$ cat src/hdl/tnn_pkg.sv
`default_nettype none

package tnn_pkg;

    // network sizes.
    localparam int feat_cnt = 12;
    localparam int feat_bits = 4;
    localparam int hidden_cnt = 40;
    localparam int class_cnt = 6;
    localparam int class_bits = 3;
    localparam int tag_bits = 8;
    localparam int sum_bits = 8;
    localparam int score_bits = 7;
    localparam int vote_bits = $clog2(hidden_cnt + 1);

    // flow control.
    localparam int in_queue_depth = 4;
    localparam int out_credit_max = 2;
    localparam int q_ptr_bits = $clog2(in_queue_depth);
    localparam int q_cnt_bits = $clog2(in_queue_depth + 1);
    localparam int credit_bits = $clog2(out_credit_max + 1);

    // hidden neuron masks, bit f selects feature f.
    localparam logic [feat_cnt-1:0] hidden_pos_mask [0:hidden_cnt-1] = '{
        12'hD42, 12'h32A, 12'h000, 12'h00C, 12'h1C8,
        12'h000, 12'hA0C, 12'h946, 12'h020, 12'hA23,
        12'h308, 12'h08C, 12'hAF0, 12'h483, 12'h4C5,
        12'h00A, 12'h109, 12'h101, 12'hA28, 12'hD61,
        12'hB10, 12'h0C0, 12'h420, 12'hC84, 12'hAC8,
        12'h25A, 12'h444, 12'h20A, 12'h0A0, 12'h059,
        12'h109, 12'h10B, 12'h006, 12'h0D2, 12'hC92,
        12'h612, 12'h00A, 12'h0C0, 12'h110, 12'h489
    };

    localparam logic [feat_cnt-1:0] hidden_neg_mask [0:hidden_cnt-1] = '{
        12'h299, 12'h084, 12'h000, 12'hA31, 12'hE00,
        12'h000, 12'h102, 12'h2B9, 12'h40E, 12'h4CC,
        12'h036, 12'hC00, 12'h001, 12'hA28, 12'h008,
        12'hC21, 12'hE00, 12'hA42, 12'h101, 12'h08E,
        12'h402, 12'h208, 12'h390, 12'h211, 12'h102,
        12'h885, 12'h09A, 12'h050, 12'hB01, 12'h886,
        12'h206, 12'h0F0, 12'hE38, 12'h82D, 12'h049,
        12'h941, 12'h431, 12'h225, 12'h801, 12'hB10
    };

    // class masks, bit k selects hidden neuron k.
    localparam logic [hidden_cnt-1:0] class_pos_mask [0:class_cnt-1] = '{
        40'h04_0312_2440,
        40'h04_0114_5440,
        40'h01_0B06_0442,
        40'h05_8123_0011,
        40'h01_0000_5920,
        40'h81_0C02_2809
    };

    localparam logic [hidden_cnt-1:0] class_neg_mask [0:class_cnt-1] = '{
        40'h11_5441_4000,
        40'h1A_A041_0820,
        40'h02_0460_2001,
        40'h40_2004_0802,
        40'h48_A204_0010,
        40'h48_2084_0000
    };

    localparam logic [2:0] class_bias [0:class_cnt-1] = '{
        3'd1, 3'd0, 3'd2, 3'd3, 3'd4, 3'd3
    };

    // feature 0 sits in the top nibble.
    typedef logic [0:feat_cnt-1][feat_bits-1:0] feature_vec_t;

    typedef logic [hidden_cnt-1:0] hidden_vec_t;

    typedef struct packed {
        logic [tag_bits-1:0] tag;
        feature_vec_t        features;
    } sample_t;

    typedef struct packed {
        logic                valid;
        logic [tag_bits-1:0] tag;
        feature_vec_t        features;
    } dispatch_stage_t;

    typedef struct packed {
        logic                valid;
        logic [tag_bits-1:0] tag;
        hidden_vec_t         neurons;
    } hidden_stage_t;

    typedef struct packed {
        logic [tag_bits-1:0]   tag;
        logic [class_bits-1:0] class_id;
    } result_t;

endpackage

`default_nettype wire
$ cat src/hdl/har_tnn_classifier.sv
`timescale 1ns/1ps
`default_nettype none

module har_tnn_classifier import tnn_pkg::*; (
    input  logic    clk,
    input  logic    rst,
    input  logic    in_valid,
    input  sample_t in_sample,
    output logic    in_credit,
    input  logic    out_credit,
    output logic    out_valid,
    output result_t out_result
);

    dispatch_stage_t issue;
    hidden_stage_t   hidden;

    // queue and credit gate.
    sample_dispatch u_sample_dispatch (
        .clk        (clk),
        .rst        (rst),
        .in_valid   (in_valid),
        .in_sample  (in_sample),
        .in_credit  (in_credit),
        .out_credit (out_credit),
        .issue      (issue)
    );

    // execute stage.
    hidden_layer u_hidden_layer (
        .clk    (clk),
        .rst    (rst),
        .issue  (issue),
        .hidden (hidden)
    );

    // result stage.
    class_vote u_class_vote (
        .clk        (clk),
        .rst        (rst),
        .hidden     (hidden),
        .out_valid  (out_valid),
        .out_result (out_result)
    );

endmodule

`default_nettype wire

$ cat src/hdl/class_vote.sv
`timescale 1ns/1ps
`default_nettype none

module class_vote import tnn_pkg::*; (
    input  logic          clk,
    input  logic          rst,
    input  hidden_stage_t hidden,
    output logic          out_valid,
    output result_t       out_result
);

    logic [score_bits-1:0] score [class_cnt];
    logic [score_bits-1:0] best_score;
    logic [class_bits-1:0] best_idx;
    logic [tag_bits-1:0]   result_tag;
    logic [class_bits-1:0] result_class;
    logic                  result_valid;

    for (genvar c = 0; c < class_cnt; c++) begin : g_class
        hidden_vec_t          agree;
        logic [vote_bits-1:0] votes;

        // set under the positive mask or clear under the negative one.
        assign agree = (hidden.neurons & class_pos_mask[c])
                     | (~hidden.neurons & class_neg_mask[c]);

        always_comb begin
            votes = '0;
            for (int k = 0; k < hidden_cnt; k++) begin
                votes = votes + vote_bits'(agree[k]);
            end
        end

        assign score[c] = score_bits'({votes, 1'b0}) + score_bits'(class_bias[c]);
    end

    // strict compare keeps the lowest index on a tie.
    always_comb begin
        best_score = score[0];
        best_idx   = '0;
        for (int c = 1; c < class_cnt; c++) begin
            if (score[c] > best_score) begin
                best_score = score[c];
                best_idx   = class_bits'(c);
            end
        end
    end

    always_ff @(posedge clk) begin
        if (rst) begin
            result_valid <= 1'b0;
        end else begin
            result_valid <= hidden.valid;
        end
    end

    always_ff @(posedge clk) begin
        if (hidden.valid) begin
            result_tag   <= hidden.tag;
            result_class <= best_idx;
        end
    end

    assign out_valid  = result_valid;
    assign out_result = '{tag: result_tag, class_id: result_class};

endmodule

`default_nettype wire

$ cat src/hdl/hidden_layer.sv
`timescale 1ns/1ps
`default_nettype none

module hidden_layer import tnn_pkg::*; (
    input  logic            clk,
    input  logic            rst,
    input  dispatch_stage_t issue,
    output hidden_stage_t   hidden
);

    hidden_vec_t         fire;
    logic                stage_valid;
    logic [tag_bits-1:0] stage_tag;
    hidden_vec_t         stage_neurons;

    for (genvar n = 0; n < hidden_cnt; n++) begin : g_neuron
        logic [sum_bits-1:0] pos_sum;
        logic [sum_bits-1:0] neg_sum;

        always_comb begin
            pos_sum = '0;
            neg_sum = '0;
            for (int f = 0; f < feat_cnt; f++) begin
                if (hidden_pos_mask[n][f]) begin
                    pos_sum = pos_sum + sum_bits'(issue.features[f]);
                end
                if (hidden_neg_mask[n][f]) begin
                    neg_sum = neg_sum + sum_bits'(issue.features[f]);
                end
            end
        end

        // ties fire.
        assign fire[n] = (pos_sum >= neg_sum);
    end

    always_ff @(posedge clk) begin
        if (rst) begin
            stage_valid <= 1'b0;
        end else begin
            stage_valid <= issue.valid;
        end
    end

    always_ff @(posedge clk) begin
        if (issue.valid) begin
            stage_tag     <= issue.tag;
            stage_neurons <= fire;
        end
    end

    assign hidden = '{valid: stage_valid, tag: stage_tag, neurons: stage_neurons};

endmodule

`default_nettype wire

$ cat src/hdl/sample_dispatch.sv
`timescale 1ns/1ps
`default_nettype none

module sample_dispatch import tnn_pkg::*; (
    input  logic            clk,
    input  logic            rst,
    input  logic            in_valid,
    input  sample_t         in_sample,
    output logic            in_credit,
    input  logic            out_credit,
    output dispatch_stage_t issue
);

    sample_t                queue_mem [in_queue_depth];
    logic [q_ptr_bits-1:0]  wr_ptr;
    logic [q_ptr_bits-1:0]  rd_ptr;
    logic [q_cnt_bits-1:0]  fill_cnt;
    logic [credit_bits-1:0] credit_cnt;
    logic                   q_full;
    logic                   q_empty;
    logic                   push;
    logic                   pop;
    logic                   issue_valid;
    sample_t                issue_sample;

    assign q_full  = (fill_cnt == q_cnt_bits'(in_queue_depth));
    assign q_empty = (fill_cnt == '0);

    // a write into a full queue is refused.
    assign push = in_valid && !q_full;

    // head leaves only while a downstream slot is held.
    assign pop = !q_empty && (credit_cnt != '0);

    always_ff @(posedge clk) begin
        if (push) begin
            queue_mem[wr_ptr] <= in_sample;
        end
    end

    always_ff @(posedge clk) begin
        if (rst) begin
            wr_ptr <= '0;
            rd_ptr <= '0;
        end else begin
            if (push) begin
                wr_ptr <= wr_ptr + 1'b1;
            end
            if (pop) begin
                rd_ptr <= rd_ptr + 1'b1;
            end
        end
    end

    always_ff @(posedge clk) begin
        if (rst) begin
            fill_cnt <= '0;
        end else begin
            case ({push, pop})
                2'b10:   fill_cnt <= fill_cnt + 1'b1;
                2'b01:   fill_cnt <= fill_cnt - 1'b1;
                default: fill_cnt <= fill_cnt;
            endcase
        end
    end

    // returned and spent on one edge cancels out.
    always_ff @(posedge clk) begin
        if (rst) begin
            credit_cnt <= credit_bits'(out_credit_max);
        end else begin
            case ({out_credit, pop})
                2'b10:   credit_cnt <= credit_cnt + 1'b1;
                2'b01:   credit_cnt <= credit_cnt - 1'b1;
                default: credit_cnt <= credit_cnt;
            endcase
        end
    end

    always_ff @(posedge clk) begin
        if (rst) begin
            issue_valid <= 1'b0;
            in_credit   <= 1'b0;
        end else begin
            issue_valid <= pop;
            in_credit   <= pop;
        end
    end

    always_ff @(posedge clk) begin
        if (pop) begin
            issue_sample <= queue_mem[rd_ptr];
        end
    end

    assign issue = '{
        valid:    issue_valid,
        tag:      issue_sample.tag,
        features: issue_sample.features
    };

endmodule

`default_nettype wire

$ cat config.mk
export PLATFORM = sky130hd
export DESIGN_NAME = har_tnn_classifier
export DESIGN_NICKNAME = d
export VERILOG_FILES = /design/src/hdl/tnn_pkg.sv /design/src/hdl/har_tnn_classifier.sv /design/src/hdl/class_vote.sv /design/src/hdl/hidden_layer.sv /design/src/hdl/sample_dispatch.sv
export SDC_FILE = /design/constraint.sdc
export NUM_CORES = 1
export LEC_CHECK = 0
export BUFFER_PORTS_ARGS = -buffer_cell sky130_fd_sc_hd__buf_2
export CAP_MARGIN = 20
export CORE_UTILIZATION = 59
export DETAILED_ROUTE_END_ITERATION = 10
export PLACE_DENSITY = 0.9
export SETUP_SLACK_MARGIN = 0.2
export SLEW_MARGIN = 10
export SYNTH_ARGS = -nofsm -noshare
export SYNTH_HDL_FRONTEND = slang
export SYNTH_SLANG_ARGS = --single-unit
$ cat constraint.sdc
create_clock -name clk -period 10.17 [get_ports clk]
set_clock_uncertainty 0.05 [all_clocks]
set_input_delay 1.5255 -clock clk [delete_from_list [all_inputs] [get_ports clk]]
set_output_delay 1.5255 -clock clk [all_outputs]
set_load 0.03 [all_outputs]
==> results of run 1 <==
metal layers:
metal	track usage [%]	routed length, microns
met4	20.2	6400
met2	52.8	41300
met1	38.1	32100
met5	0	0
met3	6.68	7960
cells by family after synthesis:
family / share of synthesized area, %
buf+inv: 6.51
other cells: 0.0231
xor+xnor: 5.30
simple gates: 3.83
compound gates: 10.8
flops: 31.4
fa+ha+maj: 38.0
mux: 4.14
registers in the layout, summed over array words and instances, names as in the netlist, 3 cells and up:
register,flops
u_class_vote.result_class,3
u_class_vote.result_tag,8
u_hidden_layer.stage_neurons,33
u_hidden_layer.stage_tag,8
u_sample_dispatch.fill_cnt,3
u_sample_dispatch.issue,56
u_sample_dispatch.queue_mem,224
cell type report:
type | instances | area [sq um] | area share (%)
clock buffers | 41 | 898 | 2.48
clock inverters | 22 | 253 | 0.698
inverters | 545 | 2050 | 5.65
multi-input cells | 1841 | 20800 | 57.4
flip-flops and latches | 344 | 10200 | 28.2
well taps | 696 | 871 | 2.40
repair buffers | 173 | 1150 | 3.18
critical path, delay by kind of cell, from the launching register on:
family / cells / cell delay [ns]
simple gates: 8 / 1.18
fa+ha+maj: 11 / 3.91
flops: 1 / 0.42
buf+inv: 11 / 1.15
compound gates: 16 / 2.83
through the flow:
stage	cells	TNS (ns)
5_1_grt	3662	-0.0134
2_1_floorplan	2747	0
6_report	3662	0
4_1_cts	3642	0
3_5_place_dp	3578	-0.691
3_3_place_gp	3578	-0.0316
Yosys cell counts (3+ instances only):
| master | n | share of area [%] |
|---|---|---|
| nand2_1 | 22 | 0.25 |
| nand2b_1 | 44 | 0.85 |
| nor2_1 | 37 | 0.43 |
| buf_2 | 7 | 0.11 |
| buf_1 | 3 | 0.035 |
| mux4_2 | 56 | 3.9 |
| a31oi_1 | 3 | 0.058 |
| xor2_1 | 90 | 2.4 |
| edfxtp_1 | 332 | 31 |
| a211oi_1 | 11 | 0.25 |
| inv_1 | 544 | 6.3 |
| ha_1 | 566 | 22 |
| o21bai_1 | 7 | 0.16 |
| nand4b_1 | 3 | 0.081 |
| clkbuf_1 | 7 | 0.081 |
| nor4_1 | 5 | 0.096 |
| a21o_1 | 259 | 6.0 |
| o21a_1 | 3 | 0.069 |
| dfxtp_1 | 12 | 0.74 |
| fa_1 | 265 | 16 |
| o21ai_1 | 4 | 0.061 |
| nor3_1 | 7 | 0.11 |
| and3_1 | 6 | 0.12 |
| xnor2_1 | 107 | 2.9 |
| nand3b_1 | 6 | 0.14 |
| nand3_1 | 14 | 0.22 |
| o21ai_0 | 43 | 0.66 |
| nor2b_1 | 46 | 0.88 |
| and2_1 | 9 | 0.17 |
| mux2i_1 | 5 | 0.15 |
| a21oi_1 | 171 | 2.6 |
| nand4_1 | 4 | 0.077 |
timing repair:
| action | in CTS | in global routing |
|---|---|---|
| setup buffers | 1 | 20 |
| hold endpoints to repair | 0 | 0 |
| resized for setup | 24 | 87 |
| pin swaps | 7 | 50 |
| setup endpoints to repair | 3 | 3 |
worst max-delay path by stage:
stage,start,to,slack [ns],depth (start not counted)
6_report,u_hidden_layer.stage_neurons[16],u_class_vote.result_class[0],0.35,46
5_1_grt,u_hidden_layer.stage_neurons[16],u_class_vote.result_class[0],-0.01,48
4_1_cts,u_hidden_layer.stage_neurons[10],u_class_vote.result_class[0],0.21,44
3_5_place_dp,u_hidden_layer.stage_neurons[6],u_class_vote.result_class[0],-0.27,44
3_3_place_gp,u_hidden_layer.stage_neurons[10],u_class_vote.result_class[0],-0.03,44
2_1_floorplan,u_hidden_layer.stage_neurons[29],u_class_vote.result_class[0],0.42,43
==> impl_metrics.tcl, run 1 <==
set metrics [dict create \
    hold_viol_final 0 \
    grt.total_usage_pct 31.9 \
    cts_sinks 344 \
    synth.distinct_cells 71 \
    layout_common_cells "ha_1, inv_1, edfxtp_1, fa_1, a21o_1" \
    hold_class "reg -> reg" \
    worst-r2r-setup-slack_ns 0.35 \
    postSynth.asyncResetShare_pct 0 \
    final.fill_count 3571 \
    portBuffers 72 \
    finalCritPeriodShare_pct 96.5 \
    clkTransAtPathRegs_ns 0.06 \
    slew_viol_final 0 \
    worstPathMaxFanout 6 \
    hold_buffers 0 \
    hold_ws_ns 0.369 \
    setup_ws_ns 0.353 \
    min_to "u_hidden_layer.stage_tag[0]" \
    grt_max_degree 51 \
    start_kind "flip-flop" \
    synth_cells 2747 \
    rsz0062_at_grt "true" \
    hpwl_microns 64200 \
    start_util_pct 60.1 \
    reg2reg_depth 46 \
    crit_type "reg -> reg" \
    diodes 0 \
    pre_cts_ws_ns -0.270 \
    grt-ovfl-total 0 \
    initialDrtViolationCount 1751 \
    worstPathArrival_ns 10.08 \
    r2r-start "u_hidden_layer.stage_neurons[16]" \
    cp-end-kind "flip-flop" \
    insertion_delay_ns 0.58 \
    first_global_vias 24489 \
    antenna_found_initial 1 \
    vias_per_cell 6.15 \
    syn-num-nets 3638 \
    layout.nets 3831 \
    areaGrowthSynthToFinish_pct 11.3 \
    drive_gt1_share_pct 12.8 \
    crit_top_cell "buf_6" \
    num_vias 22506 \
    die_w_microns 237 \
    num_io_pins 73 \
    synth_area_sq_um 32600 \
    worstMarginPinSlew_ns 1.12 \
    required_ns 10.43 \
    die_area_sq_um 56100 \
    num_rows 85 \
    yosys_warnings 0 \
    hold_start "u_sample_dispatch.issue[48]" \
    ant_nets 0 \
    tritoncts "built" \
    drv_cap 0 \
    first_pass_iters 5 \
    cpPeakStageDelay_ns 0.54 \
    cts_root_buf "clkbuf_16" \
    drc 0 \
    min_delay_path_depth 0 \
    timing.fmax_mhz 102 \
    r2r-end "u_class_vote.result_class[0]" \
    coreArea_sq_um 54100 \
    place_area_sq_um 34300 \
    yosysSeqAreaShare_pct 31.4 \
    fin_area_sq_um 36200 \
    grt_pass1_wl_microns 134000 \
    cts_buffers 35 \
    die_h_microns 237 \
    htreeDepth 2 \
    final_util_pct 66.9 \
    crit_slowest_cell "fa_1" \
    place_congestion 0.996 \
    clockBufferDepth 3 \
    synth_seq_cells 344 \
    synthFlopType "edfxtp_1" \
    synth_edf_count 332 \
    status "complete, no violations" \
    max_slew_margin_pct 25.5 \
    min_period_ns 9.82 \
    postSynthAreaPerCell_sq_um 11.9 \
    routed_wl_microns 87700 \
    final_common_cell "ha_1" \
    wl_per_cell_microns 24.0 \
    setup_violations 0 \
]
Power of run 1 is not shown: default switching activity piles up to over one toggle a cycle in this logic, so the estimate is an artifact.
==> inputs of run 2 (changes only) <==
--- a/config.mk
+++ b/config.mk
@@ -7,9 +7,9 @@
 export LEC_CHECK = 0
 export BUFFER_PORTS_ARGS = -buffer_cell sky130_fd_sc_hd__buf_2
 export CAP_MARGIN = 20
-export CORE_UTILIZATION = 59
+export CORE_UTILIZATION = 65
 export DETAILED_ROUTE_END_ITERATION = 10
-export PLACE_DENSITY = 0.9
+export PLACE_DENSITY = 0.93
 export SETUP_SLACK_MARGIN = 0.2
 export SLEW_MARGIN = 10
 export SYNTH_ARGS = -nofsm -noshare
==> constraint.sdc (replaced) <==
create_clock -name clk -period 12.5 [get_ports clk]
set_clock_uncertainty 0.05 [all_clocks]
set_input_delay 1.875 -clock clk [delete_from_list [all_inputs] [get_ports clk]]
set_output_delay 1.875 -clock clk [all_outputs]
set_load 0.03 [all_outputs]
==> run 2 against run 1 <==
Compared with the run above: sequential cell count did not move; global-route usage rose by 5.1 points; worst hold slack improved by 0.0035 ns; routed wire length rose by 3.2%; worst setup slack improved by 1.1 ns; critical endpoint unchanged.
==> impl_metrics.tcl, run 2 (same netlist as run 1, synthesis figures left out) <==
set metrics [dict create \
    max_slew_margin_pct 19.7 \
    grt_pass1_wl_microns 138000 \
    clkTransAtPathRegs_ns 0.07 \
    first_global_vias 24515 \
    die_area_sq_um 51000 \
    first_pass_iters 7 \
    wl_per_cell_microns 25.3 \
    drv_cap 0 \
    crit_slowest_cell "fa_1" \
    vias_per_cell 6.29 \
    status "complete, no violations" \
    start_kind "flip-flop" \
    num_io_pins 73 \
    timing.fmax_mhz 90.3 \
    worstPathMaxFanout 10 \
    grt_max_degree 58 \
    worstPathArrival_ns 11.33 \
    cts_sinks 344 \
    layout.nets 3779 \
    drc 0 \
    insertion_delay_ns 0.57 \
    place_congestion 1.00 \
    slew_viol_final 0 \
    required_ns 12.75 \
    grt.total_usage_pct 37.0 \
    rsz0062_at_grt "false" \
    ant_nets 0 \
    hold_buffers 0 \
    num_vias 22519 \
    antenna_found_initial 3 \
    areaGrowthSynthToFinish_pct 8.41 \
    tritoncts "built" \
    coreArea_sq_um 49200 \
    die_h_microns 226 \
    cp-end-kind "flip-flop" \
    finalSetupTns_ns 0 \
    cts_setup_buffers 0 \
    layout_common_cells "ha_1, inv_1, edfxtp_1, fa_1, a21o_1" \
    die_w_microns 226 \
    start_util_pct 66.2 \
    final_common_cell "ha_1" \
    hpwl_microns 64800 \
    worstMarginPinSlew_ns 1.20 \
    hold_viol_final 0 \
    crit_type "reg -> reg" \
    cts_root_buf "clkbuf_16" \
    drive_gt1_share_pct 8.68 \
    initialDrtViolationCount 1748 \
    top_register "u_sample_dispatch.queue_mem" \
    finalCritPeriodShare_pct 88.6 \
    min_period_ns 11.08 \
    portBuffers 72 \
    cts_buffers 36 \
    routed_wl_microns 90500 \
    clockBufferDepth 3 \
    largest_reg_flops 224 \
    grt-ovfl-total 0 \
    setup_violations 0 \
    hold_class "reg -> reg" \
    num_rows 81 \
    cpPeakStageDelay_ns 0.52 \
    cts_resized 0 \
    htreeDepth 2 \
]
[run 2: layout make-up]
type	instances	area (sq um)
clock buffer	44	931
clock inverter	21	312
fill	3096	13900
timing repair buffer	120	721
multi-input combinational	1841	20200
antenna	2	5.00
tap	664	831
inverter	545	2050
sequential	344	10200
[run 2: final timing paths]
kind	start	end	slack (ns)	depth (start not counted)
worst max-delay path	u_hidden_layer.stage_neurons[10]	u_class_vote.result_class[0]	1.42	42
worst min-delay path	u_hidden_layer.stage_tag[7]	u_class_vote.result_tag[7]	0.37	0
worst max register to register	u_hidden_layer.stage_neurons[10]	u_class_vote.result_class[0]	1.42	42
worst min register to register	u_hidden_layer.stage_tag[7]	u_class_vote.result_tag[7]	0.37	0
[run 2: layer usage]
layer,share of wire [%],vias up,GRT usage [%]
li1,-,9779,-
met3,10,467,9.56
met1,35,11030,42.7
met5,0.033,-,0
met2,46,1239,59.8
met4,8.3,4,27.1
[run 2: stage by stage]
step	hold WS [ns]	setup WS, ns	instance area [sq um]	utilization [%]	std cells
after floorplan	0.350	2.75	32600	-	2747
after global placement	0.353	1.79	34000	69.3	3513
after detailed placement	0.355	1.56	34000	69.3	3513
after CTS	0.372	1.53	35300	71.8	3578
after global routing	0.382	0.733	35300	71.8	3579
final	0.373	1.42	35300	71.8	3581
[run 2: critical path, delay by kind of cell, from the launching register on]
kind | cells | cell delay (ns)
compound gates | 17 | 3.99
mux | 1 | 0.41
flops | 1 | 0.40
simple gates | 7 | 1.49
fa+ha+maj | 11 | 3.96
buf+inv | 6 | 0.53
Power of run 2 is left out for the same reason.
==> inputs of run 3 (changes only) <==
--- a/config.mk
+++ b/config.mk
@@ -7,9 +7,11 @@
 export LEC_CHECK = 0
 export BUFFER_PORTS_ARGS = -buffer_cell sky130_fd_sc_hd__buf_2
 export CAP_MARGIN = 20
-export CORE_UTILIZATION = 65
+export CELL_PAD_IN_SITES_DETAIL_PLACEMENT = 1
+export CELL_PAD_IN_SITES_GLOBAL_PLACEMENT = 2
+export CORE_UTILIZATION = 49
 export DETAILED_ROUTE_END_ITERATION = 10
-export PLACE_DENSITY = 0.93
+export PLACE_DENSITY = 0.95
 export SETUP_SLACK_MARGIN = 0.2
 export SLEW_MARGIN = 10
 export SYNTH_ARGS = -nofsm -noshare
==> run 3 against run 2 <==
Compared with the run above: critical path depth fell by 1; clock-buffer cell count fell by 1; sequential share of layout area fell by 0.21 points; final cell count grew 5.9%; register-to-register slack worse by 0.26 ns; critical endpoint unchanged; first-iteration DRC count fell by 36%; core utilization shrank 18 points; via count decreased by 2.4%; routed wire length grew 7.4%; worst setup slack worse by 0.26 ns; die area grew 32%; non-clock buffer count up 13; highest routed layer unchanged.
==> impl_metrics.tcl, run 3 (same netlist as run 1, synthesis figures left out) <==
set metrics [dict create \
    rsz0062_at_grt "false" \
    place_congestion 0.905 \
    ant_nets 0 \
    hold_start "u_hidden_layer.stage_tag[6]" \
    setup_ws_ns 1.16 \
    initialDrtViolationCount 1110 \
    min_period_ns 11.34 \
    worstPathMaxFanout 10 \
    path_delay_family "compound AO/OA/AOI/OAI gates" \
    pre_cts_ws_ns 1.31 \
    worstPathArrival_ns 11.61 \
    first_pass_iters 6 \
    wl_met2_microns 47500 \
    final_common_cell "ha_1" \
    routed_wl_microns 97200 \
    insertion_delay_ns 0.57 \
    wl_met1_microns 38900 \
    largest_reg_flops 224 \
    drv_cap 0 \
    grt_pass1_wl_microns 148000 \
    routed.top_layer "met5" \
    layout.nets 3792 \
    setup_violations 0 \
    crit_start "u_hidden_layer.stage_neurons[29]" \
    cp_num_buf_inv 5 \
    wl_per_cell_microns 25.6 \
    timing.fmax_mhz 88.2 \
    status "complete, no violations" \
    first_global_vias 25065 \
    grt.total_usage_pct 29.7 \
    cts_root_buf "clkbuf_16" \
    drive_gt1_share_pct 9.09 \
    slew_viol_final 0 \
    max_slew_margin_pct 29.4 \
    antenna_found_initial 3 \
    worstMarginPinSlew_ns 1.05 \
    wl_met3_microns 4820 \
    cts_resized 0 \
    cpPeakStageDelay_ns 0.54 \
    areaGrowthSynthToFinish_pct 9.20 \
    final.fill_count 6758 \
    cts_sinks 344 \
    finalSetupTns_ns 0 \
    die_w_microns 260 \
    num_io_pins 73 \
    tritoncts "built" \
    clockBufferDepth 3 \
    clkTransAtPathRegs_ns 0.07 \
    crit_type "reg -> reg" \
    num_vias 21974 \
    portBuffers 72 \
    r2r-start "u_hidden_layer.stage_neurons[29]" \
    layout_common_cells "ha_1, inv_1, edfxtp_1, fa_1, a21o_1" \
    grt-ovfl-total 0 \
    cts_setup_buffers 0 \
    crit_slowest_cell "a211oi_1" \
    hold_viol_final 0 \
    grt_max_degree 52 \
    required_ns 12.76 \
    drc 0 \
    num_rows 94 \
    hpwl_microns 73300 \
    hold_class "reg -> reg" \
    start_kind "flip-flop" \
    start_util_pct 49.5 \
    hold_ws_ns 0.370 \
    vias_per_cell 5.79 \
    cts_buffers 36 \
    top_register "u_sample_dispatch.queue_mem" \
    coreArea_sq_um 65700 \
    die_area_sq_um 67500 \
    cp-end-kind "flip-flop" \
    hold_buffers 0 \
    die_h_microns 260 \
    htreeDepth 2 \
    finalCritPeriodShare_pct 90.7 \
]
## run 3: cell count changes in the layout (fill, tap and decap cells not counted)
cell | before | now
clkbuf_1 | 8 | 7
clkinv_2 | 2 | 6
buf_4 | 47 | 61
clkbuf_4 | 1 | 0
bufinv_16 | 5 | 2
clkinv_4 | 1 | 0
inv_8 | 2 | 0
inv_6 | 2 | 4
diode_2 | 2 | 1
## run 3: final cells by class
type	instances	area (sq um)	share of cell area, %
Multi-Input combinational cell	1841	20200	56.9
Sequential cell	344	10200	28.7
Inverter	545	2050	5.75
Tap cell	864	1080	3.04
Clock buffer	43	927	2.61
Timing Repair Buffer	133	818	2.30
Clock inverter	21	228	0.641
Antenna cell	1	2.50	0.00704
## run 3: worst register-to-register path: cells and delay by family (launching register included)
family / cells / cell delay (ns)
AOI/OAI and AO/OA: 17 / 4.15
buffers and inverters: 5 / 0.54
DFF: 1 / 0.36
and+or+nand+nor: 7 / 1.53
adders and majority gates: 11 / 4.06
muxes: 1 / 0.41
## run 3: final timing paths
| path | end | slack, ns | cells after the start |
|---|---|---|---|
| worst max-delay path | u_class_vote.result_class[0] | 1.16 | 41 |
| worst max register to register | u_class_vote.result_class[0] | 1.16 | 41 |
| worst min register to register | u_class_vote.result_tag[6] | 0.37 | 0 |
| worst min-delay path | u_class_vote.result_tag[6] | 0.37 | 0 |
## run 3: metrics by stage
stage | instance area, sq um | util [%] | std cells
final | 35600 | 54.1 | 3792
after global routing | 35500 | 54.1 | 3791
after CTS | 35500 | 54.1 | 3791
after detailed placement | 34400 | 52.3 | 3727
after global placement | 34400 | 52.3 | 3727
after floorplan | 32600 | - | 2747
## run 3: layer usage
layer / vias up / global-route usage [%]
met2: 602 / 51.4
met5: - / 0
met1: 11305 / 35.7
met3: 271 / 4.44
li1: 9790 / -
met4: 6 / 15.6
Power of run 3 is left out for the same reason.
